## config.mk

```make
export PLATFORM = sky130hd
export DESIGN_NAME = ppu_pixel_fifo
export DESIGN_NICKNAME = d
export VERILOG_FILES = /design/src/verilog/ppu_video_pkg.sv /design/src/verilog/ppu_pixel_fifo.sv
export SDC_FILE = /design/constraint.sdc
export NUM_CORES = 1
export LEC_CHECK = 0
export BUFFER_PORTS_ARGS = -buffer_cell sky130_fd_sc_hd__buf_2
export CAP_MARGIN = 20
export CORE_MARGIN = 3
export CORE_UTILIZATION = 40
export DETAILED_ROUTE_END_ITERATION = 10
export PLACE_DENSITY = 0.58
export SETUP_SLACK_MARGIN = 0.2
export SYNTH_ARGS = -nofsm -noshare
export SYNTH_HDL_FRONTEND = slang
export SYNTH_SLANG_ARGS = --single-unit
```

## constraint.sdc

```tcl
create_clock -name clk -period 1.68 [get_ports clk]
set_input_delay 0.168 -clock clk [delete_from_list [all_inputs] [get_ports clk]]
set_output_delay 0.168 -clock clk [all_outputs]
set_load 0.02 [all_outputs]
```

## src/verilog/ppu_video_pkg.sv

```systemverilog
package ppu_video_pkg;

  // LCD mode as reported in STAT
  typedef enum logic [1:0] {
    mode_hblank = 2'd0,
    mode_vblank = 2'd1,
    mode_oam    = 2'd2,
    mode_draw   = 2'd3
  } ppu_mode_t;

  // Two bitplane bits of one tile pixel
  typedef logic [1:0] color_idx_t;

  // Grey level after the palette
  typedef logic [1:0] shade_t;

  // One decoded tile row, element 0 is the leftmost pixel
  typedef color_idx_t [7:0] tile_row_t;

  localparam int tile_pixels = 8;

endpackage

```

## src/verilog/ppu_pixel_fifo.sv

```systemverilog
`timescale 1ns/10ps

module ppu_pixel_fifo
  import ppu_video_pkg::*;
(
  input  logic       clk,
  input  logic       reset,
  input  logic       clear,
  input  logic       push,
  input  logic       pop,
  input  tile_row_t  push_row,
  output logic       can_push,
  output logic       empty,
  output color_idx_t pop_px
);

  localparam int unsigned depth = 16;
  localparam int unsigned ptr_w = $clog2(depth);

  color_idx_t       mem [depth];
  logic [ptr_w-1:0] wr_ptr;
  logic [ptr_w-1:0] rd_ptr;
  logic [ptr_w:0]   count;

  // Room for a whole tile row
  assign can_push = count <= (ptr_w + 1)'(depth - tile_pixels);
  assign empty    = count == '0;
  assign pop_px   = mem[rd_ptr];

  // Eight consecutive slots per push, wrapping
  always_ff @(posedge clk) begin
    if (push) begin
      for (int i = 0; i < tile_pixels; i++) begin
        mem[ptr_w'(wr_ptr + i)] <= push_row[i];
      end
    end
  end

  always_ff @(posedge clk or posedge reset) begin
    if (reset) begin
      wr_ptr <= '0;
      rd_ptr <= '0;
      count  <= '0;
    end else if (clear) begin
      wr_ptr <= '0;
      rd_ptr <= '0;
      count  <= '0;
    end else begin
      if (push) begin
        wr_ptr <= wr_ptr + ptr_w'(tile_pixels);
      end
      if (pop) begin
        rd_ptr <= rd_ptr + 1'b1;
      end
      count <= count + (push ? (ptr_w + 1)'(tile_pixels) : '0) - (pop ? 1'b1 : 1'b0);
    end
  end

endmodule

```

# After elaboration in Yosys (flattened, before gate mapping)
# Memory sizes are Yosys's and may differ from the RTL's.
# Index checks and enable logic that the tools add are counted.
# word_totals
in_bits	21
wordCells	28
ram_bits	32
ff_bits	13
n_memories	1
# classes
muxes	9
addsub	11
n_reduce_logical	3
n_lt_le_gt_ge	1
# mem_list
name	depth	word_bits	read_ports	rd_ports_with_merged_regs	write_ports	line_no	rtl
mem	16	2	1	0	8	ppu_pixel_fifo.sv:20	color_idx_t mem [depth];
# ops
operator	count
two-way mux 4 bit	5
adder 4 x 3 -> 4 bit, second input constant	4
adder 4 x 1 -> 4 bit, second input constant	2
adder 4 x 2 -> 4 bit, second input constant	2
adder 5 x 4 -> 5 bit	1
less-or-equal comparator 5 x 4 -> 1 bit, second input constant	1
logical NOT 5 bit	1
two-way mux 5 bit	1
subtractor 5 x 1 -> 5 bit	1
adder 4 bit, second input constant	1
nonzero test 2 bit	2
two-way mux 1 bit	3

# Logic depth before layout (Yosys ltp)
# logic_depth
ltp_word	4
depth_mapped	8
mapped_depth_nobuf	8

# Least setup slack after synthesis
# No wires, ideal clock.
# synth_timing
path_kind	reg2out
from	reg rd_ptr[0]
to	out pop_px[0]
stages_incl_launch_ff	6
arrival_ns	1.434
setup_slack_ns	0.078
cell_sequence	dfrtp_1 -> buf_6 -> mux4_2 -> nor2b_1 -> a211oi_1 -> a21oi_1
# synth_between
elab_chain_cells	1
# synth_lines
item	line_no	rtl
start: declaration	ppu_pixel_fifo.sv:22	logic [ptr_w-1:0] rd_ptr;
start signal: assignment	ppu_pixel_fifo.sv:53	rd_ptr <= rd_ptr + 1'b1;
memory (16 x 2 bit)	--	
end: declaration	ppu_pixel_fifo.sv:14	output color_idx_t pop_px
# No other way between the ends.

# Worst setup path after layout
# layout_timing
from	reg rd_ptr[0]
to	out pop_px[1]
# The elaborated chain is that of the path after synthesis.

==> flow_summary.ini <==
[synthesis]
synth_cells = 157
async_reset_ff_frac = 0.238
synth.distinct_cells = 25
synthXorXnorAreaFrac = 0.0290
synthesis.area_mm2 = 0.00211
syn_avg_cell_area_um2 = 13.4
yosysSeqAreaShare = 0.574
ys_seq_elements = 42
synth_top_family_by_area = compound AO/OA/AOI/OAI gates
syn_nets = 185
synth_edf_count = 32
yosys.area_share.simple = 0.0711
synth_compound_area_frac = 0.120
synthFlopType = edfxtp_1
yosysWarningCount = 0
synth_fa_ha_area_frac = 0.0451
synth.area.mux_share = 0.110

[sta]
setup_ws_ps = -330
fmax_mhz = 498
maxSlewViolCount = 0
layout_min_cycle_time_ps = 2010
post-route-period-util = 1.20
hold_viol = 0
worst_clock_skew_ps = 6.97
setup-violations-final = 2
rsz0062_at_grt = true
tns_ps = -651
max_slew.worst_pin.slew_ps = 551
slew_headroom = 0.632

[power_and_ir_drop]
pwr-share-seq = 0.500
p_sw_frac = 0.276
power_density_mw_per_mm2 = 1020
power_frac_comb = 0.269
pwr-share-clk = 0.231
p_int_mw = 1.88
p_leak_nw = 1.14
ir_worst_vdd_v = 0.000463
switchingPower_mw = 0.719

[worst_setup_path]
critical_path_arrival_ps = 1840
critical_path_required_ps = 1510
crit_path_max_fanout = 8
critPathKind = flip-flop to output port
worstPathCellList = buf_12 > mux4_2 > nor2b_4 > a211oi_2 > a21oi_2 > buf_6
cpMaxStageDelayCell = mux4_2
max_stage_delay_ps = 490
start_kind = flip-flop
cp.buffers_inverters = 2
setup.worst_path.end_class = output port
path_delay_family = multiplexers

[place]
place_inst = 244
numPortBuffers = 24
hpwl_um = 3060
gp_congestion = 0.765
placed_area_mm2 = 0.00237
post-place-ws_ps = -47.3

[run_status]
violations = negative setup slack
status = finished, violations left

[cts]
cts_buffers = 5
clock_path_buffers = 2
htree_levels = 2
clkTransAtPathRegs_ps = 80
cts_num_sinks = 42
clk_latency_ps = 280
cts-root-buf = clkbuf_8
cts_tree = yes

[die]
initial_core_util = 0.430
die_area_mm2 = 0.00618
num_rows = 25
dieHeight_um = 78.6
core_mm2 = 0.00491
ios = 25
die-width_um = 78.6

[finish]
fin_nets = 215
area_growth_pct = 20.5
instances_no_fill = 255
diodes = 0
fin_util = 0.518
drive_gt1_frac = 0.362
fill_cells = 461
stdcell_area_mm2 = 0.00254

[job]
max-cap-violations = 0

[global_route]
track_usage = 0.143
grt-ovfl-total = 0
grt_pass1_vias = 1367
antenna_found_initial = 0
grt_first_pass_wirelength_um = 6720
grt_max_degree = 13

[detailed_routing]
first_pass_iters = 4
drcViolationCount = 0
drtIter0Drc = 37
postRouteAntennaNets = 0
wl_um = 3890
viasPerCell = 5.01
vias = 1277
wire_per_inst_um = 15.3

[hold_path]
hold_class = input pin to flip-flop
[metrics by stage]
| stage | hold slack (ps) | total power, mW |
|---|---|---|
| global placement | 163 | 1.89 |
| floorplan | 8.18 | 1.74 |
| CTS | 84.5 | 2.58 |
| global route | 91.1 | 2.76 |
| detailed placement | 171 | 1.93 |
| finish | 91.3 | 2.60 |
[layout by cell type (no fill, tap or decap), types with 4 or more instances in the layout]
cell and n:
xnor2_1 4, mux4_2 4, inv_2 4, nor2_1 13, nor2b_1 5, edfxtp_1 32
a21o_1 29, inv_1 5, buf_4 15, clkbuf_8 5, dfrtp_1 8, and2_1 5
buf_2 21, mux4_1 4
[power by group through the flow]
stage | Clock (mW) | Combinational (mW) | Sequential [mW]
after detailed placement | 0 | 0.615 | 1.32
after CTS | 0.618 | 0.670 | 1.29
after floorplan | 0 | 0.454 | 1.29
final | 0.602 | 0.701 | 1.30
after global placement | 0 | 0.576 | 1.31
after global routing | 0.673 | 0.780 | 1.31
[cells by family (layout without fill, tap and decap cells)]
kind of cell / after synthesis / after routing
flops: 42 / 42
compound gates: 35 / 35
simple gates: 30 / 30
buf+inv: 25 / 56
mux: 11 / 11
fa+ha+maj: 7 / 7
xor+xnor: 7 / 7
[synth_stat cells (3+ instances only)]
cell type	number	area (µm²)
clkbuf_1	12	45.0
mux2i_1	3	30.0
inv_1	9	33.8
nor2b_1	7	43.8
nor2_1	13	48.8
and2_1	5	31.3
xor2_1	3	26.3
mux4_1	6	158
xnor2_1	4	35.0
edfxtp_1	32	961
ha_1	6	75.1
a21oi_1	4	20.0
dfrtp_1	10	250
a21o_1	29	218
[sequential cells by signal (all words and copies together), names as in the netlist]
register and cells:
rd_ptr 4, mem 32, wr_ptr 1, count 5
[area by class of cell]
cell class / instances / area (µm²) / share of cell area
sequential: 42 / 1210 / 0.477
multi-input combinational: 90 / 871 / 0.343
timing repair buffer: 39 / 259 / 0.102
tap: 67 / 83.8 / 0.0330
clock buffer: 6 / 72.6 / 0.0285
inverter: 9 / 33.8 / 0.0133
clock inverter: 2 / 8.76 / 0.00344
[worst paths after layout]
check	slack [ps]	endpoint	cells past startpoint	from
min reg2reg	620	count[0]	3	count[0]
max in group asynchronous	970	wr_ptr[3]	3	reset
max	-330	pop_px[1]	6	rd_ptr[0]
min	90	mem[8][0]	1	push_row[0]
max reg2reg	240	count[3]	8	count[0]
min in group asynchronous	400	count[0]	3	reset
[layer usage]
metal  GRT usage  up-vias  routed length (µm)
met5           0        -                   0
li1            -      621                   -
met2       0.227       22                1900
met4      0.0367        0                  34
met3      0.0424        4                 136
met1       0.192      630                1820
[worst register-to-register path, delay by kind of cell (launching register included)]
kind | cells | cell delay, ps
simple gates | 1 | 60
fa+ha+maj | 3 | 620
buf+inv | 3 | 140
xor+xnor | 1 | 180
flops | 1 | 340
[repair_timing]
item,CTS,global route
pin swaps,3,5
buffers inserted,2,0
gates resized for setup,11,8
setup endpoints to repair,5,30
endpoints found under the hold margin,10,0
hold buffers,1,0
No activity file was read; power rests on OpenSTA's default activity.
