===== src/verilog/ppu_video_pkg.sv =====
package ppu_video_pkg;

  // LCD mode as reported in STAT
  typedef enum logic [1:0] {
    mode_hblank = 2'd0,
    mode_vblank = 2'd1,
    mode_oam    = 2'd2,
    mode_draw   = 2'd3
  } ppu_mode_t;

  // Two bitplane bits of one tile pixel
  typedef logic [1:0] color_idx_t;

  // Grey level after the palette
  typedef logic [1:0] shade_t;

  // One decoded tile row, element 0 is the leftmost pixel
  typedef color_idx_t [7:0] tile_row_t;

  localparam int tile_pixels = 8;

endpackage


===== src/verilog/ppu_bus_pkg.sv =====
package ppu_bus_pkg;

  // CPU side bus types
  typedef logic [15:0] bus_addr_t;
  typedef logic [7:0]  bus_data_t;
  typedef logic [12:0] vram_addr_t;

  // LCD register map
  localparam bus_addr_t lcdc_addr = 16'hFF40;
  localparam bus_addr_t stat_addr = 16'hFF41;
  localparam bus_addr_t scy_addr  = 16'hFF42;
  localparam bus_addr_t scx_addr  = 16'hFF43;
  localparam bus_addr_t ly_addr   = 16'hFF44;
  localparam bus_addr_t lyc_addr  = 16'hFF45;
  localparam bus_addr_t bgp_addr  = 16'hFF47;

  // Video RAM window
  localparam bus_addr_t vram_base = 16'h8000;
  localparam bus_addr_t vram_last = 16'h9FFF;

  // LCDC bits
  localparam int unsigned lcdc_on     = 7;
  // Selects the map at 0x9C00 instead of 0x9800
  localparam int unsigned lcdc_map_hi = 3;
  localparam int unsigned lcdc_bg_on  = 0;

  localparam bus_data_t open_bus_value = 8'hFF;

endpackage

===== src/verilog/ppu_tile_fetcher.sv =====
`timescale 1ns/10ps

module ppu_tile_fetcher
  import ppu_bus_pkg::*;
  import ppu_video_pkg::*;
(
  input  logic       clk,
  input  logic       reset,
  input  logic       draw_start,
  input  ppu_mode_t  mode,
  input  bus_data_t  lcdc,
  input  bus_data_t  scx,
  input  bus_data_t  scy,
  input  bus_data_t  ly,
  input  bus_data_t  fetch_data,
  input  logic       can_push,
  output vram_addr_t fetch_addr,
  output logic       push,
  output tile_row_t  push_row
);

  typedef enum logic [1:0] {
    step_map,
    step_lo,
    step_hi,
    step_push
  } fetch_step_t;

  fetch_step_t step;
  logic        second;
  logic [4:0]  col;
  bus_data_t   tile_idx;
  bus_data_t   plane_lo;
  bus_data_t   plane_hi;
  bus_data_t   bg_row;
  logic        active;

  assign active = mode == mode_draw;
  assign bg_row = ly + scy;

  // ==============================
  // VRAM address
  // ==============================
  always_comb begin
    case (step)
      // Map at 0x1800 or 0x1C00, 32 x 32 entries
      step_map: fetch_addr = {2'b11, lcdc[lcdc_map_hi], bg_row[7:3], col};
      // 16 bytes per tile, two per row
      step_lo:  fetch_addr = {1'b0, tile_idx, bg_row[2:0], 1'b0};
      default:  fetch_addr = {1'b0, tile_idx, bg_row[2:0], 1'b1};
    endcase
  end

  assign push = active && (step == step_push) && can_push;

  // Bit 7 of each plane is the leftmost pixel
  always_comb begin
    for (int i = 0; i < tile_pixels; i++) begin
      push_row[i] = {plane_hi[7 - i], plane_lo[7 - i]};
    end
  end

  // Each read step: address out, then data back
  always_ff @(posedge clk or posedge reset) begin
    if (reset) begin
      step   <= step_map;
      second <= 1'b0;
      col    <= '0;
    end else if (draw_start) begin
      step   <= step_map;
      second <= 1'b0;
      col    <= scx[7:3];
    end else if (active) begin
      if (step == step_push) begin
        // Wait here under FIFO back-pressure
        if (can_push) begin
          step <= step_map;
          col  <= col + 5'd1;
        end
      end else if (second) begin
        second <= 1'b0;
        step   <= fetch_step_t'(step + 2'd1);
      end else begin
        second <= 1'b1;
      end
    end
  end

  always_ff @(posedge clk) begin
    if (active && second) begin
      case (step)
        step_map: tile_idx <= fetch_data;
        step_lo:  plane_lo <= fetch_data;
        step_hi:  plane_hi <= fetch_data;
        default:  ;
      endcase
    end
  end

endmodule


===== config.mk =====
export PLATFORM = sky130hd
export DESIGN_NAME = ppu_tile_fetcher
export DESIGN_NICKNAME = d
export VERILOG_FILES = /design/src/verilog/ppu_video_pkg.sv /design/src/verilog/ppu_bus_pkg.sv /design/src/verilog/ppu_tile_fetcher.sv
export SDC_FILE = /design/constraint.sdc
export NUM_CORES = 1
export LEC_CHECK = 0
export ABC_AREA = 1
export BUFFER_PORTS_ARGS = -buffer_cell sky130_fd_sc_hd__buf_2
export CAP_MARGIN = 40
export CELL_PAD_IN_SITES_DETAIL_PLACEMENT = 2
export CELL_PAD_IN_SITES_GLOBAL_PLACEMENT = 2
export CORE_MARGIN = 2
export CORE_UTILIZATION = 24
export DETAILED_ROUTE_END_ITERATION = 6
export GPL_TIMING_DRIVEN = 0
export PLACE_DENSITY = 0.7
export SYNTH_ARGS = -nofsm -noshare
export SYNTH_HDL_FRONTEND = slang
export SYNTH_SLANG_ARGS = --single-unit

===== constraint.sdc =====
create_clock -name clk -period 1.7 [get_ports clk]
set_clock_uncertainty 0.15 [all_clocks]
set_input_delay 0.17 -clock clk [delete_from_list [all_inputs] [get_ports clk]]
set_output_delay 0.17 -clock clk [all_outputs]
set_load 0.03 [all_outputs]

# Word level (Yosys, flattened, before mapping)
# Index checks and enable logic that the tools add are counted.
# classes
add_sub_neg	3
reduce_logical	14
mux	14
eq_ne	6
# ops
operator	n
$pmux W13 S2	1
$mux W5	4
$mux W2	5
$add A8 B8 Y8	1
$reduce_and A2 Y1	4
$eq A2 B2 Y1 const B	3
$reduce_and A3 Y1	2
$reduce_bool A2 Y1	3
$add A5 B1 Y5 const B	1
$mux W1	4
$logic_and A1 B1 Y1	3
$ne A3 B3 Y1 const B	1
$reduce_bool A3 Y1	1
$add A2 B1 Y2 const B	1
$eq A2 B1 Y1 const B	1
$logic_not A2 Y1	1
$ne A2 B2 Y1 const B	1
# word_totals
inputBits	46
regBits	32
wordCells	43
output_inout_bits	30

# Longest topological paths before layout
# depth
word_depth	5
mapped_depth	9
depth_no_buf	9

# Worst setup path after synthesis
# No wires, ideal clock.
# synth_timing
path_kind	flip-flop to output port
from	register step[0]
to	output fetch_addr[2]
path_buffers	1
t_arrival_ns	1.767
required_time_ns	1.380
setup_slack_ns	-0.387
path_stages_with_launch	6
path_cell_list	dfrtp_1 > inv_1 > ha_1 > buf_6 > inv_4 > o21ai_0
# synth_between
elab_chain_cells	2
elab_cells_between_ends	3
classes_between	1 x eq/ne; 1 x mux; 1 x reduce/logical
# synth_rtl
element	line_no	source
start, declared	ppu_tile_fetcher.sv:29	fetch_step_t step;
start signal, assigned	ppu_tile_fetcher.sv:66	step <= step_map;
start signal, assigned	ppu_tile_fetcher.sv:70	step <= step_map;
start signal, assigned	ppu_tile_fetcher.sv:77	step <= step_map;
$eq A2 B1 Y1 / $logic_not A2 Y1 (equally long branches)	ppu_tile_fetcher.sv:45	case (step)
$pmux W13 S2 *	ppu_tile_fetcher.sv:45	
end, declared	ppu_tile_fetcher.sv:17	output vram_addr_t fetch_addr,
# Every way passes the cells marked *; elsewhere a longest branch is shown, timed or not.

# Worst setup path in the final report
# layout_timing
from	register step[0]
to	output fetch_addr[1]
# The elaborated chain is that of the path after synthesis.

==> out/qor.yml <==
antenna_left: 0
rsz0062_at_grt: "yes"
clk_pin_slew_ps: 70
globalplace.congestion: 0.7285
critPathCaptureType: "output port"
synth_nets: 236
grt.overflow.total: 0
ir_worst_vdd_mv: 0.6964
max_clock_freq_mhz: 512.1
worstPathMaxFanout: 5
instances_no_fill: 373
rows: 31
fin_ws_ps: -252.8
status: "finished, violations left"
io_pins: 76
critPathLaunch: "step[0]$_DFFE_PP0P_"
dr.pass1.iters: 3
crit_required_ps: 1380
wl_per_cell_um: 14.70
clockBufferDepth: 2
drtIter0Drc: 33
fp.dieArea_mm2: 0.007971
synth_most_common_cell: "nand2_1"
critPathKind: "reg -> out"
tightest_slew_ps: 374.6
setup_viol: 15
synth_area_leaders: "edfxtp_1 (41%), dfrtp_1 (11%), nand2_1 (11%)"
yosysTopAreaCell: "edfxtp_1"
worst-endpoint-arrival_ps: 1630
grt_max_degree: 12
fp.dieH_um: 89.28
syn-cell-area_mm2: 0.001745
n_fill_cell: 805
r2r_start: "step[0]$_DFFE_PP0P_"
post_dp_cell_area_mm2: 0.002223
cts_root_buf: "clkbuf_8"
grt_pass1_wl_mm: 8.376
finalInstanceArea_mm2: 0.002764
synth_edf_count: 24
yosys.area.top_type_share_pct: 41.29
cts.sinks: 32
violations: "negative setup slack"
vias_per_cell: 4.284
synth.distinct_cells: 26
post-place-ws_ps: -344.8
critPathLaunchType: "flip-flop"
grt_pass1_vias: 1717
cts_buffers: 5
io_buffers: 64
antenna_found_initial: 0
slew_headroom_pct: 75.00
fin_crit_ps: 1953
hp-start: "scx[4]"
htree_levels: 2
grt_use_total_pct: 14.00
ys_ff_latch: 32
p_leak_uw: 0.001240
die_w_um: 89.28
ys_warn_count: 0
cts_tree: "built"
dp_hpwl_mm: 3.787
clkLatencyLatePin_ps: 290
syn_inst: 177
drc_errors: 0
final-hold-violation-count: 0
synth_async_sr_flop_share_pct: 25.00
drive_above_1_share_pct: 44.16
hold_class: "in -> reg"
routed_wl_mm: 5.483
yosysSeqAreaShare_pct: 52.76
synth_common_cells: "nand2_1 (49), edfxtp_1 (24), inv_1 (19)"
vias: 1598
power.density_mw_per_mm2: 1292
fin_nets: 332
numPlacedInstances: 340
finalCritPeriodShare_pct: 114.9
core_mm2: 0.007137
start_util_pct: 24.46
yosys_most_used_dff: "edfxtp_1"
drv_slew: 0
antenna_cells: 0
avgSynthCellArea_um2: 9.861
area_growth_syn_to_layout_pct: 58.35
drv_cap: 0
-- metal layers --
metal / up-vias / GRT usage [%] / routed length, µm
li1: 779 / - / -
met2: 39 / 25.32 / 3014
met5: - / 0 / 0
met4: 0 / 4.478 / 104
met1: 772 / 17.18 / 2176
met3: 8 / 1.847 / 188
-- registers in the layout, summed over array words and instances (netlist names) --
name and count:
step 2, tile_idx 8, plane_hi 8, second 1
col 5, plane_lo 8
-- worst paths after layout --
check	cells past startpoint	to	slack [ps]
max	7	fetch_addr[1]	-250
max reg2reg	10	step[0]$_DFFE_PP0P_	-50
min reg2reg	2	second$_DFFE_PP0P_	440
min in group asynchronous	3	second$_DFFE_PP0P_	260
min	3	col[1]$_DFFE_PP0P_	20
max in group asynchronous	3	col[3]$_DFFE_PP0P_	860
-- area by class of cell --
class	count	area, µm²	area share (%)
Sequential cell	32	920.9	33.32
Inverter	23	91.34	3.305
Multi-Input combinational cell	119	839.6	30.38
Clock inverter	3	42.54	1.539
Clock buffer	5	68.82	2.490
Timing Repair Buffer	90	654.4	23.68
Buffer	2	22.52	0.8148
Tap cell	99	123.9	4.482
-- where the power goes --
part	internal, µW	switching [µW]	total, µW
Combinational	840	1060	1900
Clock	433	301	734
Sequential	892	40.6	932
-- cells by family after synthesis --
| logic type | count (synthesis) | share of synthesized area (%) |
|---|---|---|
| compound gates | 21 | 7.168 |
| xor+xnor | 5 | 2.509 |
| fa+ha+maj | 13 | 9.749 |
| buf+inv | 26 | 7.025 |
| flops | 32 | 52.76 |
| simple gates | 80 | 20.79 |
-- placed cells by master (no fill, tap or decap), types with 7 or more instances in the layout --
cell and n:
a21oi_1 7, buf_2 50, buf_4 9, buf_6 19
dfrtp_1 8, dlygate4sd3_1 13, edfxtp_1 24, ha_1 8
inv_1 16, nand2_1 45, nand3_1 10
-- worst max-delay path: stages (launching register included) --
cell	delay (ps)
dfrtp_1	420
buf_6	140
ha_4	160
nor2_4	100
inv_2	50
buf_6	130
a22o_4	210
buf_6	130
-- metrics by stage --
stage | TNS (ps) | hold slack (ps) | total power (µW) | util [%]
3_5_place_dp | -5649 | 11.43 | 2293 | 31.15
6_report | -2475 | 20.21 | 3570 | 38.73
4_1_cts | -2443 | 0.009853 | 3525 | 37.66
2_1_floorplan | -48.12 | -164.3 | 1916 | -
3_3_place_gp | -5036 | -1.617 | 2277 | 31.15
5_1_grt | -3690 | 40.72 | 3776 | 38.73
-- timing repair --
item | CTS | global route
hold buffers | 13 | 0
gates cloned | 1 | 0
endpoints found under the hold margin | 36 | 0
endpoints found under the setup margin | 37 | 32
setup buffers | 10 | 2
pin swaps | 8 | 5
resized for setup | 44 | 15
Note: power is estimated with default switching activity, not from simulation.
