$ cat config.mk
export PLATFORM = sky130hd
export DESIGN_NAME = ppu_pixel_out
export DESIGN_NICKNAME = d
export VERILOG_FILES = /design/src/verilog/ppu_video_pkg.sv /design/src/verilog/ppu_bus_pkg.sv /design/src/verilog/ppu_pixel_out.sv
export SDC_FILE = /design/constraint.sdc
export NUM_CORES = 1
export LEC_CHECK = 0
export ABC_AREA = 1
export BUFFER_PORTS_ARGS = -buffer_cell sky130_fd_sc_hd__buf_2
export CAP_MARGIN = 20
export CORE_MARGIN = 4
export CORE_UTILIZATION = 50
export CTS_BUF_LIST = sky130_fd_sc_hd__clkbuf_8 sky130_fd_sc_hd__clkbuf_16
export DETAILED_ROUTE_END_ITERATION = 10
export GPL_ROUTABILITY_DRIVEN = 1
export PLACE_DENSITY_LB_ADDON = 0.1
export SYNTH_ARGS = -nofsm -noshare
export SYNTH_HDL_FRONTEND = slang
export SYNTH_SLANG_ARGS = --single-unit
$ cat constraint.sdc
create_clock -name clk -period 2.7 [get_ports clk]
set_input_delay 0.405 -clock clk [delete_from_list [all_inputs] [get_ports clk]]
set_output_delay 0.405 -clock clk [all_outputs]
set_load 0.1 [all_outputs]
$ cat src/verilog/ppu_video_pkg.sv
package ppu_video_pkg;

  // LCD mode as reported in STAT
  typedef enum logic [1:0] {
    mode_hblank = 2'd0,
    mode_vblank = 2'd1,
    mode_oam    = 2'd2,
    mode_draw   = 2'd3
  } ppu_mode_t;

  // Two bitplane bits of one tile pixel
  typedef logic [1:0] color_idx_t;

  // Grey level after the palette
  typedef logic [1:0] shade_t;

  // One decoded tile row, element 0 is the leftmost pixel
  typedef color_idx_t [7:0] tile_row_t;

  localparam int tile_pixels = 8;

endpackage

$ cat src/verilog/ppu_bus_pkg.sv
package ppu_bus_pkg;

  // CPU side bus types
  typedef logic [15:0] bus_addr_t;
  typedef logic [7:0]  bus_data_t;
  typedef logic [12:0] vram_addr_t;

  // LCD register map
  localparam bus_addr_t lcdc_addr = 16'hFF40;
  localparam bus_addr_t stat_addr = 16'hFF41;
  localparam bus_addr_t scy_addr  = 16'hFF42;
  localparam bus_addr_t scx_addr  = 16'hFF43;
  localparam bus_addr_t ly_addr   = 16'hFF44;
  localparam bus_addr_t lyc_addr  = 16'hFF45;
  localparam bus_addr_t bgp_addr  = 16'hFF47;

  // Video RAM window
  localparam bus_addr_t vram_base = 16'h8000;
  localparam bus_addr_t vram_last = 16'h9FFF;

  // LCDC bits
  localparam int unsigned lcdc_on     = 7;
  // Selects the map at 0x9C00 instead of 0x9800
  localparam int unsigned lcdc_map_hi = 3;
  localparam int unsigned lcdc_bg_on  = 0;

  localparam bus_data_t open_bus_value = 8'hFF;

endpackage
$ cat src/verilog/ppu_pixel_out.sv
`timescale 1ns/10ps

module ppu_pixel_out
  import ppu_bus_pkg::*;
  import ppu_video_pkg::*;
#(
  parameter int unsigned screen_width = 160
) (
  input  logic       clk,
  input  logic       reset,
  input  logic       draw_start,
  input  logic       empty,
  input  color_idx_t pop_px,
  input  bus_data_t  scx,
  input  bus_data_t  lcdc,
  input  bus_data_t  bgp,
  output logic       pop,
  output logic       pix_valid,
  output bus_data_t  pix_x,
  output shade_t     pix_shade,
  output logic       line_done
);

  logic      done;
  logic [2:0] discard;
  bus_data_t x_cnt;
  shade_t    shade;
  logic      emit;

  assign pop   = !empty && !done;
  // Fine scroll pixels are popped but never shown
  assign emit  = pop && (discard == 3'd0);
  assign shade = lcdc[lcdc_bg_on] ? shade_t'(bgp[{pop_px, 1'b0} +: 2]) : 2'b00;

  always_ff @(posedge clk or posedge reset) begin
    if (reset) begin
      done      <= 1'b1;
      discard   <= '0;
      x_cnt     <= '0;
      pix_valid <= 1'b0;
      line_done <= 1'b0;
    end else begin
      pix_valid <= emit && !draw_start;
      line_done <= 1'b0;
      if (draw_start) begin
        done    <= 1'b0;
        discard <= scx[2:0];
        x_cnt   <= '0;
      end else if (pop) begin
        if (discard != 3'd0) begin
          discard <= discard - 3'd1;
        end else begin
          x_cnt <= x_cnt + 8'd1;
          if (x_cnt == 8'(screen_width - 1)) begin
            done      <= 1'b1;
            line_done <= 1'b1;
          end
        end
      end
    end
  end

  always_ff @(posedge clk) begin
    if (emit) begin
      pix_x     <= x_cnt;
      pix_shade <= shade;
    end
  end

endmodule

; After elaboration in Yosys (flattened, before gate mapping)
; Index checks and enable logic that the tools add are counted.
[word_totals]
reg_bits = 24
inputBits = 30
out_inout_bits = 13
elab_cells = 40
[op_classes]
addsub = 2
n_eq_ne = 2
n_shift = 1
muxes = 14
n_reduce_logical = 14
[op_table]
columns = op, n
row1 = $mux 8, 3
row2 = $mux 3, 3
row3 = $add 8x1->8 const B, 1
row4 = $eq 8x8->1 const B, 1
row5 = $mux 1, 8
row6 = $shiftx 8x4->2, 1
row7 = $reduce_bool 2->1, 3
row8 = $reduce_and 2->1, 2
row9 = $logic_and 1x1->1, 3
row10 = $logic_not 1->1, 3
row11 = $logic_not 3->1, 1
row12 = $reduce_and 3->1, 1
row13 = $reduce_bool 3->1, 1
row14 = $sub 3x1->3 const B, 1
row15 = $ne 2x2->1 const B, 1

; Depth between registers and ports, before layout
[logic_depth]
depth_word = 5
depth_mapped = 7
mapped_depth_nobuf = 7

; Worst setup path before layout
; OpenSTA, ideal clock, no wires.
[synth_path]
kind = input to register
startpoint = input port empty
endpoint = register discard[0]
setup_ps = 127
t_arrival_ps = 1526
path_slack_ps = 1047
path_stages = 6
path_buffers = 0
path_cell_list = inv_1 > nand2_4 > inv_1 > nand2_1 > nand2_1 > o21ai_0
[synth_via]
elab_chain_cells = 4
[synth_rtl]
columns = item, line_no
row1 = from (decl), ppu_pixel_out.sv:12  ; input logic empty,
row2 = $logic_not 1->1, ppu_pixel_out.sv:30  ; assign pop = !empty && !done;
row3 = $logic_and 1x1->1, ppu_pixel_out.sv:30
row4 = net pop, ppu_pixel_out.sv:17  ; output logic pop,
row5 = $reduce_bool 2->1 (no line), --
row6 = $reduce_and 2->1 (no line), --
row7 = to (signal assigned), ppu_pixel_out.sv:47  ; discard <= scx[2:0];
row8 = to (signal assigned), ppu_pixel_out.sv:51  ; discard <= discard - 3'd1;
row9 = to (decl), ppu_pixel_out.sv:25  ; logic [2:0] discard;
; The timed path passes the listed nets, and every way through them passes these cells.
; A chain may end at the register's enable or synchronous reset.

; Worst setup path after layout
[layout_path]
startpoint = register done
endpoint = output port pop
[layout_via]
elab_chain_cells = 2
[layout_rtl]
columns = item, line_no
row1 = from (decl), ppu_pixel_out.sv:24  ; logic done;
row2 = from (signal assigned), ppu_pixel_out.sv:37  ; done <= 1'b1;
row3 = from (signal assigned), ppu_pixel_out.sv:46  ; done <= 1'b0;
row4 = from (signal assigned), ppu_pixel_out.sv:55  ; done <= 1'b1;
row5 = $logic_not 1->1, ppu_pixel_out.sv:30
row6 = $logic_and 1x1->1, ppu_pixel_out.sv:30
row7 = to (decl), ppu_pixel_out.sv:17
; Every way passes these cells.

==> summary.txt <==
Clock network
  • # Post-CTS Setup Buffers: 0
  • Root Driver: clkbuf_8
  • Resized cells post-CTS: 0
  • CTS tree: yes
  • Clock Tree Buf Depth: 2
  • Worst-Skew Late Latency: 0.26 ns
  • Post-CTS Hold Buffers: 0
  • H-tree levels: 1
  • Cts bufs inserted: 3
  • Clock transition at path regs: 0.08 ns
  • Clk sink count: 24

Floorplan
  • Die area: 3166 sq um
  • CORE AREA: 2212 sq um
  • Chip height: 56.27 microns
  • Die X: 56.27 microns
  • Initial Utilization: 52.66%
  • Site Rows: 17
  • Top-Level Pins: 43

Place
  • Placed cell count: 180
  • Port-buffer cells: 30
  • HPWL after DPL: 1599 microns
  • Placer Congestion: 0.8095

Hold path
  • Worst hold-check path type: in -> async

Worst setup path
  • FF-to-FF Start: discard[0]$_DFFE_PP0P_
  • R2R cell count: 7
  • Critical Path RT: 2.30 ns
  • Worst r2r dst: x_cnt[1]$_DFFE_PP0P_
  • CP max FO: 3
  • CP Class: reg -> out
  • CP arrival: 1.34 ns
  • Reg2reg setup slack: 0.97 ns
  • Setup crit start kind: flip-flop
  • Crit end category: output pin

Cells and area
  • Final Non-Filler Cells: 184
  • Multi-input gate area: 431.7 sq um
  • Register area: 651.9 sq um
  • Layout area overhead: 20.62%
  • Filler instances: 194
  • Layout cell share with drive strength beyond 1: 31.41%
  • Fin nets: 190
  • N_diodes: 0

Yosys
  • Synthesized Nets: 155
  • Mux contribution to synthesized area: 0%
  • Synth Area in Compound Gates: 10.20%
  • Yosys cell types: 25
  • Post-synth top flop: dfrtp_1
  • Register area share after synthesis: 55.96%
  • Simple-gate share of the synthesized area: 22.88%
  • Mapped Area: 1165 sq um
  • Top cells by count, synth: nand2_1, inv_1, dfrtp_1
  • Synth async-reset ratio: 58.33%
  • Largest cells by area after synthesis: dfrtp_1, edfxtp_1, nand2_1
  • Post-Syn Instances: 122
  • EDFF count, synth: 10
  • Synth Area in XOR/XNOR: 0.7519%
  • Most common cell in the synthesized netlist: nand2_1
  • Synth Area in Adders: 3.222%
  • Synth area leader: dfrtp_1
  • Main combinational cell family by area after synthesis: simple AND/OR/NAND/NOR gates
  • Yosys warning total: 0
  • Area share of the largest cell type after synthesis: 27.93%
  • Average size of a mapped cell: 9.548 sq um
  • Synth Register Bits: 24

Job
  • Max-cap violations: 0

Global route
  • Vias in the first global route: 877
  • GRT Overall Usage: 14.27%
  • Pin count of the biggest net entering global routing: 15
  • Total congestion overflow: 0
  • First-pass GRT wire length: 3594 microns
  • Initial antenna violation count: 0

Power
  • Gate power share: 20.6%
  • Clock network fraction of total power: 29.4%
  • Net Switching: 0.2451 mW
  • Reg power frac: 50.0%
  • Sw frac: 30.11%
  • Pint: 0.5690 mW
  • Pwr dens: 579.4 nW/um^2
  • Leak pwr: 0.6604 nW
  • VDD IR max: 0.3809 mV

Timing
  • Fin. max-slew vios: 0
  • Worst-Margin Slew: 0.6318 ns
  • Slew Limit Headroom: 57.83%
  • Final hold viol count: 0
  • Final Skew: 0.005214 ns
  • Final Cycle Share: 64.47%
  • RSZ-0062 raised after global routing: no
  • Tmin final: 1.741 ns
  • Post-Route Setup TNS: 0 ns
  • Final count of negative-setup-slack endpoints: 0
  • Peak Freq: 574.5 MHz

Route
  • Post-DR wirelength/cell: 10.94 microns
  • WL final: 2013 microns
  • Vias: 904
  • TritonRoute pass-1 iters: 4
  • Iteration-0 DRC Markers: 5
  • Final ANT Viol Nets: 0
  • DRC Markers: 0
  • Via/cell ratio: 4.913

Outcome
  • Status: finished clean
==> registers in the layout, indices dropped and copies added (netlist names) <==
name and flops:
x_cnt 8, pix_x 8, line_done 1, done 1, pix_valid 1, discard 3
pix_shade 2
==> per-layer routing <==
layer	track usage (%)	vias up	wire, microns
met5	0	-	0
met4	5.085	0	29
met3	2.759	4	117
met2	25.71	26	1008
met1	16.74	403	857
li1	-	471	-
==> power groups by stage <==
| stage | clock network, mW | registers [mW] | logic [mW] |
|---|---|---|---|
| CTS | 0.246 | 0.407 | 0.170 |
| finish | 0.240 | 0.407 | 0.167 |
| global route | 0.257 | 0.410 | 0.184 |
| global placement | 0 | 0.415 | 0.165 |
| detailed placement | 0 | 0.415 | 0.169 |
| floorplan | 0 | 0.474 | 0.0725 |
==> stage by stage <==
step	setup slack, ns	power [mW]	utilization [%]	instance area (sq um)	hold WS, ns
final	0.9593	0.8140	63.52	1405	0.1700
after global routing	0.7510	0.8518	63.52	1405	0.2094
after CTS	0.9176	0.8224	63.52	1405	0.1934
after detailed placement	0.9415	0.5840	61.03	1350	0.4698
after global placement	0.9801	0.5797	61.03	1350	0.4645
after floorplan	1.047	0.5466	-	1165	0.2935
==> logic make-up (layout without fill, tap and decap cells) <==
family	after synthesis	after routing
DFF	24	24
xor gates and xnor gates	1	1
and+or+nand+nor	51	51
AOI/OAI and AO/OA	22	22
adders and majority gates	3	3
buffers and inverters	21	55
==> cell usage in the layout (no fill, tap or decap) <==
| cell type | count |
|---|---|
| dfstp_2 | 1 |
| nor2_1 | 11 |
| nand2_2 | 2 |
| nor2_8 | 1 |
| ha_1 | 3 |
| dfrtp_1 | 13 |
| inv_4 | 1 |
| inv_2 | 3 |
| o21ai_0 | 10 |
| nand3_4 | 1 |
| o21bai_1 | 1 |
| edfxtp_1 | 10 |
| buf_2 | 30 |
| nor2_2 | 3 |
| nand2_1 | 19 |
| inv_1 | 17 |
| a21oi_1 | 2 |
| o21ai_1 | 6 |
| nand3b_1 | 1 |
| nand3_2 | 1 |
| clkbuf_8 | 4 |
| nand3_1 | 10 |
| xnor2_1 | 1 |
| o22ai_1 | 2 |
| nand2_4 | 1 |
| a21oi_2 | 1 |
| nand4_1 | 1 |
==> worst max-delay path by stage <==
stage	cells after the start	slack (ns)	from	end
2_1_floorplan	6	1.05	empty	discard[0]$_DFFE_PP0P_
6_report	4	0.96	done$_DFFE_PP1P_	pop
3_5_place_dp	7	0.94	discard[0]$_DFFE_PP0P_	x_cnt[1]$_DFFE_PP0P_
3_3_place_gp	7	0.98	discard[0]$_DFFE_PP0P_	x_cnt[5]$_DFFE_PP0P_
5_1_grt	7	0.75	discard[0]$_DFFE_PP0P_	x_cnt[1]$_DFFE_PP0P_
4_1_cts	7	0.92	discard[0]$_DFFE_PP0P_	x_cnt[1]$_DFFE_PP0P_
==> area by class of cell <==
class	count	share of cell area, %
Tap cell	28	2.493
Timing Repair Buffer	30	10.69
Inverter	21	5.788
Multi-Input combinational cell	77	30.72
Clock buffer	4	3.918
Sequential cell	24	46.39
==> worst max-delay path, stage by stage, from the launching register on <==
cell     delay (ns)
dfstp_2        0.37
inv_1          0.10
nand2_4        0.09
inv_1          0.09
buf_2          0.43
Note: power is estimated with default switching activity, not from simulation.
