$ cat config.mk
export PLATFORM = sky130hd
export DESIGN_NAME = ppu_mode_seq
export DESIGN_NICKNAME = d
export VERILOG_FILES = /design/src/verilog/ppu_video_pkg.sv /design/src/verilog/ppu_bus_pkg.sv /design/src/verilog/ppu_mode_seq.sv
export SDC_FILE = /design/constraint.sdc
export NUM_CORES = 1
export LEC_CHECK = 0
export BUFFER_PORTS_ARGS = -buffer_cell sky130_fd_sc_hd__buf_2
export CORE_ASPECT_RATIO = 0.6
export CORE_MARGIN = 2
export CORE_UTILIZATION = 47
export DETAILED_ROUTE_END_ITERATION = 10
export HOLD_SLACK_MARGIN = 0.08
export PLACE_DENSITY = 0.72
export SLEW_MARGIN = 20
export SYNTH_ARGS = -nofsm -noshare
export SYNTH_HDL_FRONTEND = slang
export SYNTH_SLANG_ARGS = --single-unit
$ cat constraint.sdc
create_clock -name clk -period 1.5 [get_ports clk]
set_input_delay 0.3 -clock clk [delete_from_list [all_inputs] [get_ports clk]]
set_output_delay 0.3 -clock clk [all_outputs]
set_load 0.1 [all_outputs]
$ cat src/verilog/ppu_video_pkg.sv
package ppu_video_pkg;

  // LCD mode as reported in STAT
  typedef enum logic [1:0] {
    mode_hblank = 2'd0,
    mode_vblank = 2'd1,
    mode_oam    = 2'd2,
    mode_draw   = 2'd3
  } ppu_mode_t;

  // Two bitplane bits of one tile pixel
  typedef logic [1:0] color_idx_t;

  // Grey level after the palette
  typedef logic [1:0] shade_t;

  // One decoded tile row, element 0 is the leftmost pixel
  typedef color_idx_t [7:0] tile_row_t;

  localparam int tile_pixels = 8;

endpackage

$ cat src/verilog/ppu_bus_pkg.sv
package ppu_bus_pkg;

  // CPU side bus types
  typedef logic [15:0] bus_addr_t;
  typedef logic [7:0]  bus_data_t;
  typedef logic [12:0] vram_addr_t;

  // LCD register map
  localparam bus_addr_t lcdc_addr = 16'hFF40;
  localparam bus_addr_t stat_addr = 16'hFF41;
  localparam bus_addr_t scy_addr  = 16'hFF42;
  localparam bus_addr_t scx_addr  = 16'hFF43;
  localparam bus_addr_t ly_addr   = 16'hFF44;
  localparam bus_addr_t lyc_addr  = 16'hFF45;
  localparam bus_addr_t bgp_addr  = 16'hFF47;

  // Video RAM window
  localparam bus_addr_t vram_base = 16'h8000;
  localparam bus_addr_t vram_last = 16'h9FFF;

  // LCDC bits
  localparam int unsigned lcdc_on     = 7;
  // Selects the map at 0x9C00 instead of 0x9800
  localparam int unsigned lcdc_map_hi = 3;
  localparam int unsigned lcdc_bg_on  = 0;

  localparam bus_data_t open_bus_value = 8'hFF;

endpackage
$ cat src/verilog/ppu_mode_seq.sv
`timescale 1ns/10ps

module ppu_mode_seq
  import ppu_bus_pkg::*;
  import ppu_video_pkg::*;
#(
  parameter int unsigned cycles_per_line = 456,
  parameter int unsigned oam_cycles      = 80,
  parameter int unsigned visible_lines   = 144,
  parameter int unsigned total_lines     = 154
) (
  input  logic      clk,
  input  logic      reset,
  input  bus_data_t lcdc,
  input  logic      line_done,
  output ppu_mode_t mode,
  output bus_data_t ly,
  output logic      draw_start,
  output logic      frame_done
);

  localparam int unsigned cyc_w = $clog2(cycles_per_line);

  logic [cyc_w-1:0] cyc;
  bus_data_t        line;
  logic             draw_active;
  logic             display_on;
  logic             last_cycle;
  logic             visible;

  assign display_on = lcdc[lcdc_on];
  assign last_cycle = cyc == cyc_w'(cycles_per_line - 1);
  assign visible    = line < 8'(visible_lines);

  // Last OAM cycle of a visible line
  assign draw_start = display_on && visible && (cyc == cyc_w'(oam_cycles - 1));
  assign frame_done = display_on && last_cycle && (line == 8'(total_lines - 1));
  assign ly         = line;

  // ==============================
  // Mode decode
  // ==============================
  always_comb begin
    if (!display_on) begin
      mode = mode_hblank;
    end else if (!visible) begin
      mode = mode_vblank;
    end else if (cyc < cyc_w'(oam_cycles)) begin
      mode = mode_oam;
    end else if (draw_active) begin
      mode = mode_draw;
    end else begin
      mode = mode_hblank;
    end
  end

  // Dot and line counters, parked at zero while the LCD is off
  always_ff @(posedge clk or posedge reset) begin
    if (reset) begin
      cyc         <= '0;
      line        <= '0;
      draw_active <= 1'b0;
    end else if (!display_on) begin
      cyc         <= '0;
      line        <= '0;
      draw_active <= 1'b0;
    end else begin
      if (last_cycle) begin
        cyc  <= '0;
        line <= (line == 8'(total_lines - 1)) ? 8'd0 : line + 8'd1;
      end else begin
        cyc <= cyc + 1'b1;
      end
      // Drawing length depends on the pixel pipeline, not on a count
      if (draw_start) begin
        draw_active <= 1'b1;
      end else if (line_done || last_cycle) begin
        draw_active <= 1'b0;
      end
    end
  end

endmodule

# Word-level counts from Yosys, hierarchy flattened

Index checks and enable logic that the tools add are counted.

Register bits: 18
Bits in latches: 0
RAM bits: 0
ROM bits: 0
Output and inout bits: 12
Logic and storage cells: 29
Memories kept: 0

Add/subtract/negate cells: 2
$mul: 0
Divide/modulo/power cells: 0
Magnitude comparators: 2
Eq/ne operators: 5
Shift-type cells: 0
Muxes and demuxes: 12
Bitwise operators: 0
Reduce and logical (&&, ||, !) cells: 5

Operators with widths:

| operator                                                   | count |
|---|---|
| 2-to-1 mux 8 bit                                           | 3 |
| 2-to-1 mux 9 bit                                           | 2 |
| adder 9 x 1 -> 9 bit, second input constant                | 1 |
| == test 9 x 7 -> 1 bit, second input constant              | 1 |
| == test 9 bit, second input constant                       | 1 |
| less-than comparator 9 x 7 -> 1 bit, second input constant | 1 |
| adder 8 x 1 -> 8 bit, second input constant                | 1 |
| == test 8 bit, second input constant                       | 1 |
| less-than comparator 8 bit, second input constant          | 1 |
| 2-to-1 mux 2 bit                                           | 4 |
| logical AND 1 bit                                          | 4 |
| 2-to-1 mux 1 bit                                           | 3 |
| inequality test 3 x 1 -> 1 bit, second input constant      | 1 |
| inequality test 2 x 1 -> 1 bit, second input constant      | 1 |
| logical OR 1 bit                                           | 1 |

# Depth between registers and ports, before layout

Gate-level depths: netlist of the first run.

Word-level depth: 5
Mapped depth: 5
Mapped depth without buffers: 5

# Worst setup path before layout of the first run

No wires, ideal clock.

Path type: reg-to-output
Start: register line[3], in the netlist ly[3]
End: output port frame_done
Data arrival time: 3549 ps
Path slack: -2349 ps
Cell stages (with the launch flop): 4
Path buffers: 0
Path through: dfrtp_1 and3b_1 nand4_2 nor3_1

Cells in the longest elaborated chain, start to end: 2

RTL lines:

| item                   | line               | RTL |
|---|---|---|
| start, declared        | ppu_mode_seq.sv:25 | `bus_data_t line;` |
| start signal, assigned | ppu_mode_seq.sv:70 | `line <= (line == 8'(total_lines - 1)) ? 8'd0 : line + 8'd1;` |
| == test 8 bit          | ppu_mode_seq.sv:37 | `assign frame_done = display_on && last_cycle && (line == 8'(total_lines - 1));` |
| logical AND 1 bit      | ppu_mode_seq.sv:37 |  |
| end, declared          | ppu_mode_seq.sv:19 | `output logic frame_done` |

Every way passes these cells.

# Final worst setup path of the first run

Start: register line[2], in the netlist ly[2]
End: output port frame_done

The elaborated chain is that of the path after synthesis.

==> results.yml, run 1 <==
outcome:
  status: "finished with violations"
  violations: "negative setup slack"
worst_setup_path:
  rrSetupSlack_ns: -0.16
  arrival_ns: 1.67
  critPathMaxStageDelay_ns: 0.51
  cp_max_fo: 2
  start_kind: "flop"
  worst_r2r_path_depth: 6
  worst_ep_required_time_ns: 1.20
  crit_family: "simple AND/OR/NAND/NOR gates"
  regToRegEndpoint: "ly[7]$_DFFE_PP0P_"
  crit_chain: "and3b_1 -> nand4_4 -> nor3_4 -> buf_12"
  worstSetupEndpointType: "output pin"
  worstSetupPathType: "flop to output pin"
  cp_num_buf_inv: 1
  crit_slowest_cell: "dfrtp_4"
  r2r-start: "cyc[5]$_DFF_PP0_"
synthesis:
  netlist_area_um2: 1030
  ys.flop_type: "dfrtp_1"
  synth_seq_area_share_pct: 43.7
  syn_inst: 108
  syn-num-nets: 122
  synth_enable_flop_cells: 0
  netlist_top_cells_area: "dfrtp_1, nor2_1, nand3_1"
  ys_types: 36
  ys_ff_latch: 18
  yosys_warnings: 0
  yosysTopAreaCell: "dfrtp_1"
  synth_top_area_share_pct: 43.7
  async_flop_share_pct: 100
  avgSynthCellArea_um2: 9.55
die:
  start_util_pct: 48.8
  die_w_um: 64.5
  rows: 13
  dieHeight_um: 40.3
  die-area_um2: 2600
  core_um2: 2110
  io-pin-count: 23
drt:
  routed_wl_um: 3710
  routed_via_density: 5.99
  drc: 0
  wl_per_cell_um: 20.0
  drtIter0Drc: 78
  dr.pass1.iters: 4
  ant_nets: 0
  vias: 1115
power:
  p_comb_share_pct: 13.7
  power.switching_mw: 0.261
  swShare_pct: 27.4
  ir_worst_vdd_mv: 0.511
  p_int_mw: 0.692
  power_frac_clock_pct: 33.6
  p_leak_nw: 0.725
  pwr-share-seq_pct: 52.7
  power_density_nw_per_um2: 531
min_path:
  min_from: "line_done"
  hold_path_depth: 3
  worstHoldPathType: "input port to flop"
  hold_end: "draw_active$_DFFE_PP0P_"
sta:
  skew_ns: 0.0198
  fin_crit_sh_pct: 131
  finalHoldViolations: 0
  min_period_ns: 1.97
  rsz0062_at_grt: "yes"
  setup_violations: 9
  drv_slew: 0
  fin_setup_tns_ns: -1.98
  timing.fmax_mhz: 508
  slew_headroom_pct: 76.8
  tightest_slew_ns: 0.346
  worst_slack_ns: -0.467
clocking:
  htreeDepth: 1
  cts_root_buf: "clkbuf_4"
  cts_buffer_depth: 2
  clk_pin_slew_ns: 0.12
  cts_buffers: 3
  tritoncts: "built"
  cts_sinks: 18
  clock_latency_ns: 0.32
finish:
  final_common_cell: "buf_4"
  final_cells: 186
  drive_gt1_share_pct: 56.4
  syn_to_final_growth_pct: 74.4
  diodes: 0
  nets: 171
  final_cell_mix: "buf_4, buf_12, nor2_1"
global_routing:
  grt-ovfl-total: 0
  antenna_found_initial: 0
  grt_pass1_wl_um: 5190
  grt_use_total_pct: 28.2
  first_global_vias: 1022
  grt_max_degree: 19
placed_design:
  dpl.cell_count: 178
  port_buffers: 15
  gp_congestion: 0.795
  dp.final_hpwl_um: 2140
run:
  maxCapViolCount: 0
through the flow:
stage               utilization (%)  setup WS (ns)  hold WS (ns)  cell area [um^2]  power, mW
floorplan                         -         -0.677         0.239              1120      0.579
global placement               75.3        -0.0496         0.331              1590      0.629
detailed placement             75.3        -0.0737         0.330              1590      0.633
CTS                            81.5         -0.386         0.270              1720      0.943
global route                   85.0         -0.513         0.283              1800      0.985
finish                         85.0         -0.467         0.250              1800      0.954
flip-flops by register name, indices dropped and copies added (netlist names):
register / count
ly: 8
cyc: 9
draw_active: 1
worst min-delay path: cells and delay by family:
family                 cells  cell delay [ns]
AND/OR/NAND/NOR            1             0.10
buffers and inverters      1             0.07
AO/OA/AOI/OAI              1             0.07
worst max path at each step:
stage | startpoint | depth (start not counted) | slack [ns] | to
2_1_floorplan | ly[2]$_DFFE_PP0P_ | 3 | -0.68 | frame_done
6_report | ly[2]$_DFFE_PP0P_ | 4 | -0.47 | frame_done
4_1_cts | ly[2]$_DFFE_PP0P_ | 4 | -0.39 | frame_done
5_1_grt | ly[2]$_DFFE_PP0P_ | 4 | -0.51 | frame_done
3_5_place_dp | cyc[3]$_DFF_PP0_ | 4 | -0.07 | frame_done
3_3_place_gp | cyc[3]$_DFF_PP0_ | 4 | -0.05 | frame_done
metal layers:
layer	global-route usage [%]	wire length, um	up-vias
met3	8.15	341	19
met2	48.7	1810	74
met4	6.91	139	0
met1	36.1	1420	536
met5	0	0	-
li1	-	-	486
synth_stat cells (2+ instances only):
cell type / n
and3_2: 2
o22ai_1: 2
nand2b_1: 2
nand3b_1: 3
o21ai_0: 2
and4b_1: 2
a21oi_1: 7
inv_1: 3
xnor2_1: 3
nor2_1: 13
nand2_1: 11
or3_1: 2
nand3_1: 9
dfrtp_1: 18
and3_1: 3
xor2_1: 4
ha_1: 3
cells by family after synthesis:
kind of cell	after synthesis	synth area share [%]
compound gates	19	12.4
xor+xnor	7	5.95
fa+ha+maj	3	3.64
buf+inv	7	4.61
flops	18	43.7
simple gates	54	29.7
cell type report:
class | instances | area (um^2)
flip-flops and latches | 18 | 475
well taps | 30 | 37.5
multi-input cells | 83 | 709
fillers | 89 | 317
inverters | 4 | 15.0
clock buffers | 4 | 36.3
repair buffers | 47 | 524
what timing repair did:
action / in CTS / in global routing
endpoints found under the hold margin: 18 / 0
buffers inserted: 2 / 3
hold buffers: 1 / 0
pin swaps: 9 / 8
resized for setup: 17 / 16
setup endpoints to repair: 10 / 20
power by group through the flow:
stage	logic (mW)	clock network, mW	registers (mW)
after floorplan	0.0477	0	0.532
after global placement	0.119	0	0.510
after detailed placement	0.122	0	0.511
after CTS	0.126	0.316	0.501
after global routing	0.139	0.343	0.504
final	0.131	0.321	0.503
(Power assumes the default switching activity.)
==> inputs of run 2 (changes only) <==
--- a/config.mk
+++ b/config.mk
@@ -6,12 +6,13 @@
 export NUM_CORES = 1
 export LEC_CHECK = 0
 export BUFFER_PORTS_ARGS = -buffer_cell sky130_fd_sc_hd__buf_2
+export CAP_MARGIN = 15
 export CORE_ASPECT_RATIO = 0.6
 export CORE_MARGIN = 2
 export CORE_UTILIZATION = 47
 export DETAILED_ROUTE_END_ITERATION = 10
 export HOLD_SLACK_MARGIN = 0.08
-export PLACE_DENSITY = 0.72
+export PLACE_DENSITY = 0.74
 export SLEW_MARGIN = 20
 export SYNTH_ARGS = -nofsm -noshare
 export SYNTH_HDL_FRONTEND = slang
==> run 2 against run 1 <==
The flow still finishes with violations (negative setup slack). Largest cell class unchanged. Die area stayed put. Clock skew is 0.017 ns lower. Critical endpoint is now draw_start. First-iteration DRC count is 100% higher. Flip-flop and latch count stayed put.
==> results.yml, run 2 (synthesis results as in run 1) <==
sta:
  skew_ns: 0.00293
  fin_crit_sh_pct: 133
  worst_slack_ns: -0.496
  drv_slew: 0
  timing.fmax_mhz: 501
  slew_headroom_pct: 79.6
  fin_setup_tns_ns: -3.61
  rsz0062_at_grt: "yes"
  tightest_slew_ns: 0.304
  finalHoldViolations: 0
  setup_violations: 12
  min_period_ns: 2.00
drt:
  m1WireLength_um: 1710
  vias: 1239
  drtIter0Drc: 159
  ant_nets: 0
  met2_length_um: 2010
  dr.pass1.iters: 5
  wl_met3_um: 509
  top_layer: "met4"
  wl_per_cell_um: 23.1
  routed_via_density: 6.35
  drc: 0
  routed_wl_um: 4510
global_routing:
  first_global_vias: 1233
  grt_pass1_wl_um: 6230
  antenna_found_initial: 0
  grt-ovfl-total: 0
  grt_max_degree: 19
  grt_use_total_pct: 34.2
placed_design:
  port_buffers: 15
  dpl.cell_count: 179
  gp_congestion: 0.865
  dp_slack_ns: -0.105
  dp.final_hpwl_um: 2400
worst_setup_path:
  arrival_ns: 1.70
  worstSetupPathType: "flop to output pin"
  cp_max_fo: 2
  critPathMaxStageDelay_ns: 0.38
  worstSetupEndpointType: "output pin"
  crit_slowest_cell: "dfrtp_1"
  start_kind: "flop"
  crit_chain: "ha_2 -> and3_4 -> nand4_1 -> nor2_4 -> buf_12"
  worst_ep_required_time_ns: 1.20
outcome:
  violations: "negative setup slack"
  status: "finished with violations"
clocking:
  cts_buffers: 3
  clk_pin_slew_ns: 0.12
  htreeDepth: 1
  clock_latency_ns: 0.31
  cts_root_buf: "clkbuf_4"
  cts_sinks: 18
  tritoncts: "built"
  cts_buffer_depth: 2
die:
  rows: 13
  start_util_pct: 48.8
  dieHeight_um: 40.3
  io-pin-count: 23
  core_um2: 2110
  die_w_um: 64.5
  die-area_um2: 2600
run:
  maxCapViolCount: 0
power:
  ir_worst_vdd_mv: 0.417
  power_density_nw_per_um2: 520
  p_leak_nw: 0.771
finish:
  final_cell_mix: "buf_4, buf_12, dfrtp_1"
  nets: 180
  final_cells: 195
  drive_gt1_share_pct: 60.6
  final_common_cell: "buf_4"
  largest_reg_flops: 9
  top_register: "cyc"
  diodes: 0
  final_util_pct: 87.5
  syn_to_final_growth_pct: 79.5
min_path:
  worstHoldPathType: "input port to flop"
run 2: cell types whose count changed in the layout (fill, tap and decap cells not counted), moves of 2 or more:
cell	before	now
nor2_1	11	8
buf_6	7	9
buf_4	24	31
nor2_2	0	3
run 2: final timing paths:
path / end / from / slack, ns / cells past startpoint
max reg2reg: ly[2]$_DFFE_PP0P_ / ly[2]$_DFFE_PP0P_ / -0.37 / 8
max: draw_start / cyc[0]$_DFF_PP0_ / -0.50 / 5
max in group asynchronous: ly[4]$_DFFE_PP0P_ / reset / 0.71 / 4
min: draw_active$_DFFE_PP0P_ / line_done / 0.30 / 3
min in group asynchronous: ly[3]$_DFFE_PP0P_ / reset / 0.56 / 4
min reg2reg: cyc[0]$_DFF_PP0_ / cyc[0]$_DFF_PP0_ / 0.65 / 3
run 2: what timing repair did:
action | in CTS | in global routing
setup endpoints to repair | 12 | 21
endpoints found under the hold margin | 18 | 0
buffers inserted | 8 | 4
hold buffers | 1 | 0
gates resized for setup | 17 | 20
pin swaps | 10 | 7
run 2: area by class of cell:
class | instances | area (um^2)
Clock buffer | 4 | 36.3
Fill cell | 79 | 264
Inverter | 4 | 15.0
Multi-Input combinational cell | 83 | 699
Sequential cell | 18 | 475
Tap cell | 30 | 37.5
Timing Repair Buffer | 56 | 587
run 2: per-layer routing:
layer | up-vias | track usage [%]
li1 | 502 | -
met1 | 582 | 38.7
met4 | 0 | 25.5
met5 | - | 0
met3 | 37 | 11.5
met2 | 118 | 56.8
run 2: report_power, final:
group          internal (mW)  total, mW  leakage, nW  switching [mW]
Clock                  0.148      0.323       0.0210           0.175
Combinational         0.0523      0.137        0.516          0.0844
Sequential             0.495      0.503        0.233         0.00735
Total                  0.696      0.963        0.771           0.267
run 2: per-stage QoR:
step / power, mW / hold WS, ns / cell area [um^2]
detailed placement: 0.632 / 0.330 / 1590
floorplan: 0.579 / 0.239 / 1120
CTS: 0.954 / 0.253 / 1750
finish: 0.963 / 0.301 / 1850
global placement: 0.626 / 0.327 / 1590
global route: 0.985 / 0.294 / 1850
run 2: critical path, delay by kind of cell (launching register included):
family,cells,cell delay [ns]
buf+inv,1,0.19
fa+ha+maj,1,0.20
simple gates,3,0.62
flops,1,0.38
==> inputs of run 3 (changes only) <==
--- a/config.mk
+++ b/config.mk
@@ -7,7 +7,7 @@
 export LEC_CHECK = 0
 export BUFFER_PORTS_ARGS = -buffer_cell sky130_fd_sc_hd__buf_2
 export CAP_MARGIN = 15
-export CORE_ASPECT_RATIO = 0.6
+export CORE_ASPECT_RATIO = 1.5
 export CORE_MARGIN = 2
 export CORE_UTILIZATION = 47
 export DETAILED_ROUTE_END_ITERATION = 10
==> run 3 against run 2 <==
The flow still finishes with violations (negative setup slack). Wire length down 28%. Critical endpoint is now frame_done. Setup slack better by 0.12 ns. Sequential share of layout area up 1.1 points. Sequential power about the same. Clock-buffer cell count down 1. Largest cell class unchanged. Flip-flop and latch count unchanged. Power down 7.6%. Combinational power down 3%. Critical path depth down 1. Global-route usage down 8.0 points.
==> results.yml, run 3 (synthesis results as in run 1) <==
outcome:
  status: "finished with violations"
  violations: "negative setup slack"
sta:
  setup_violations: 9
  min_period_ns: 1.87
  slew_headroom_pct: 67.9
  rsz0062_at_grt: "yes"
  timing.fmax_mhz: 534
  skew_ns: 0.00729
  fin_crit_sh_pct: 125
  drv_slew: 0
  worst_slack_ns: -0.373
  tightest_slew_ns: 0.485
  finalHoldViolations: 0
  fin_setup_tns_ns: -1.58
worst_setup_path:
  crit_chain: "and4b_2 -> nand4_4 -> nor3_4 -> buf_12"
  worstSetupEndpointType: "output pin"
  worstSetupPathType: "flop to output pin"
  cp_max_fo: 2
  worst_r2r_path_depth: 6
  crit_slowest_cell: "dfrtp_1"
  arrival_ns: 1.57
  worst_ep_required_time_ns: 1.20
  start_kind: "flop"
  critPathMaxStageDelay_ns: 0.40
global_routing:
  grt_pass1_wl_um: 5010
  grt-ovfl-total: 0
  antenna_found_initial: 0
  grt_max_degree: 11
  grt_use_total_pct: 26.1
  first_global_vias: 1144
finish:
  nets: 180
  syn_to_final_growth_pct: 72.1
  largest_reg_flops: 9
  diodes: 0
  final_common_cell: "buf_4"
  top_register: "cyc"
  final_cell_mix: "buf_4, nor2_1, dfrtp_1"
  drive_gt1_share_pct: 58.5
  nFillCells: 108
run:
  maxCapViolCount: 0
die:
  core_um2: 2050
  dieHeight_um: 61.4
  rows: 20
  start_util_pct: 50.2
  io-pin-count: 23
  die-area_um2: 2590
  die_w_um: 42.2
drt:
  ant_nets: 0
  vias: 1091
  drc: 0
  dr.pass1.iters: 4
  wl_per_cell_um: 17.5
  routed_wl_um: 3260
  drtIter0Drc: 14
  routed_via_density: 5.87
clocking:
  cts_sinks: 18
  tritoncts: "built"
  cts_root_buf: "clkbuf_4"
  cts_buffers: 3
  clk_pin_slew_ns: 0.11
  clock_latency_ns: 0.31
  cts_buffer_depth: 2
  htreeDepth: 1
power:
  p_leak_nw: 0.753
  power_density_nw_per_um2: 502
  ir_worst_vdd_mv: 0.733
placed_design:
  gp_congestion: 0.792
  port_buffers: 15
  dp_slack_ns: -0.0825
  dp.final_hpwl_um: 2200
min_path:
  hold_path_depth: 3
  worstHoldPathType: "input port to flop"
## run 3: cell types whose count changed in the layout (fill, tap and decap cells not counted), moves of 2 or more
cell	previous run	this run
buf_12	11	9
nor2_1	8	11
buf_6	9	6
nor2_2	3	0
buf_4	31	36
## run 3: final timing paths
kind | startpoint | end | slack [ns]
worst max register to register | cyc[3]$_DFF_PP0_ | ly[3]$_DFFE_PP0P_ | -0.14
worst min-delay path | line_done | draw_active$_DFFE_PP0P_ | 0.31
worst min register to register | cyc[0]$_DFF_PP0_ | cyc[0]$_DFF_PP0_ | 0.62
worst max-delay path | cyc[3]$_DFF_PP0_ | frame_done | -0.37
min in group asynchronous | reset | ly[7]$_DFFE_PP0P_ | 0.50
max in group asynchronous | reset | cyc[2]$_DFF_PP0_ | 0.52
## run 3: routing by layer
metal	vias up	global-route usage, %	wire length [um]
met5	-	0	0
met4	0	14.3	167
met3	16	2.05	97
met2	41	54.9	1890
met1	537	24.4	1100
li1	497	-	-
## run 3: area by class of cell
| cell class | instances | area, um^2 | area share [%] |
|---|---|---|---|
| clock buffer | 3 | 22.5 | 1.27 |
| inverter | 4 | 15.0 | 0.846 |
| multi-input combinational | 83 | 686 | 38.6 |
| sequential | 18 | 475 | 26.8 |
| tap | 22 | 27.5 | 1.55 |
| timing repair buffer | 56 | 548 | 30.9 |
## run 3: power by group
group,internal [mW],leakage [nW],switching (mW)
Sequential,0.495,0.233,0.00522
Combinational,0.0522,0.506,0.0813
Clock,0.0939,0.0138,0.162
Total,0.641,0.753,0.249
## run 3: stage by stage
| stage | hold WS (ns) | cell area, um^2 | power [mW] | utilization, % | cells |
|---|---|---|---|---|---|
| CTS | 0.273 | 1690 | 0.874 | 82.4 | 183 |
| floorplan | 0.239 | 1120 | 0.579 | - | 108 |
| global route | 0.306 | 1770 | 0.918 | 86.5 | 186 |
| detailed placement | 0.282 | 1560 | 0.633 | 76.0 | 173 |
| finish | 0.307 | 1770 | 0.890 | 86.5 | 186 |
| global placement | 0.266 | 1560 | 0.627 | 76.0 | 173 |
## run 3: what timing repair did
| action | in CTS | in global routing |
|---|---|---|
| hold buffers | 1 | 0 |
| setup buffers | 6 | 3 |
| hold endpoints to repair | 8 | 0 |
| endpoints found under the setup margin | 11 | 18 |
| pin swaps | 11 | 7 |
| gates resized for setup | 17 | 15 |
| cloned | 0 | 0 |
## run 3: worst max-delay path: cells and delay by family, from the launching register on
kind | cells | cell delay, ns
buf+inv | 1 | 0.20
flops | 1 | 0.40
simple gates | 3 | 0.67
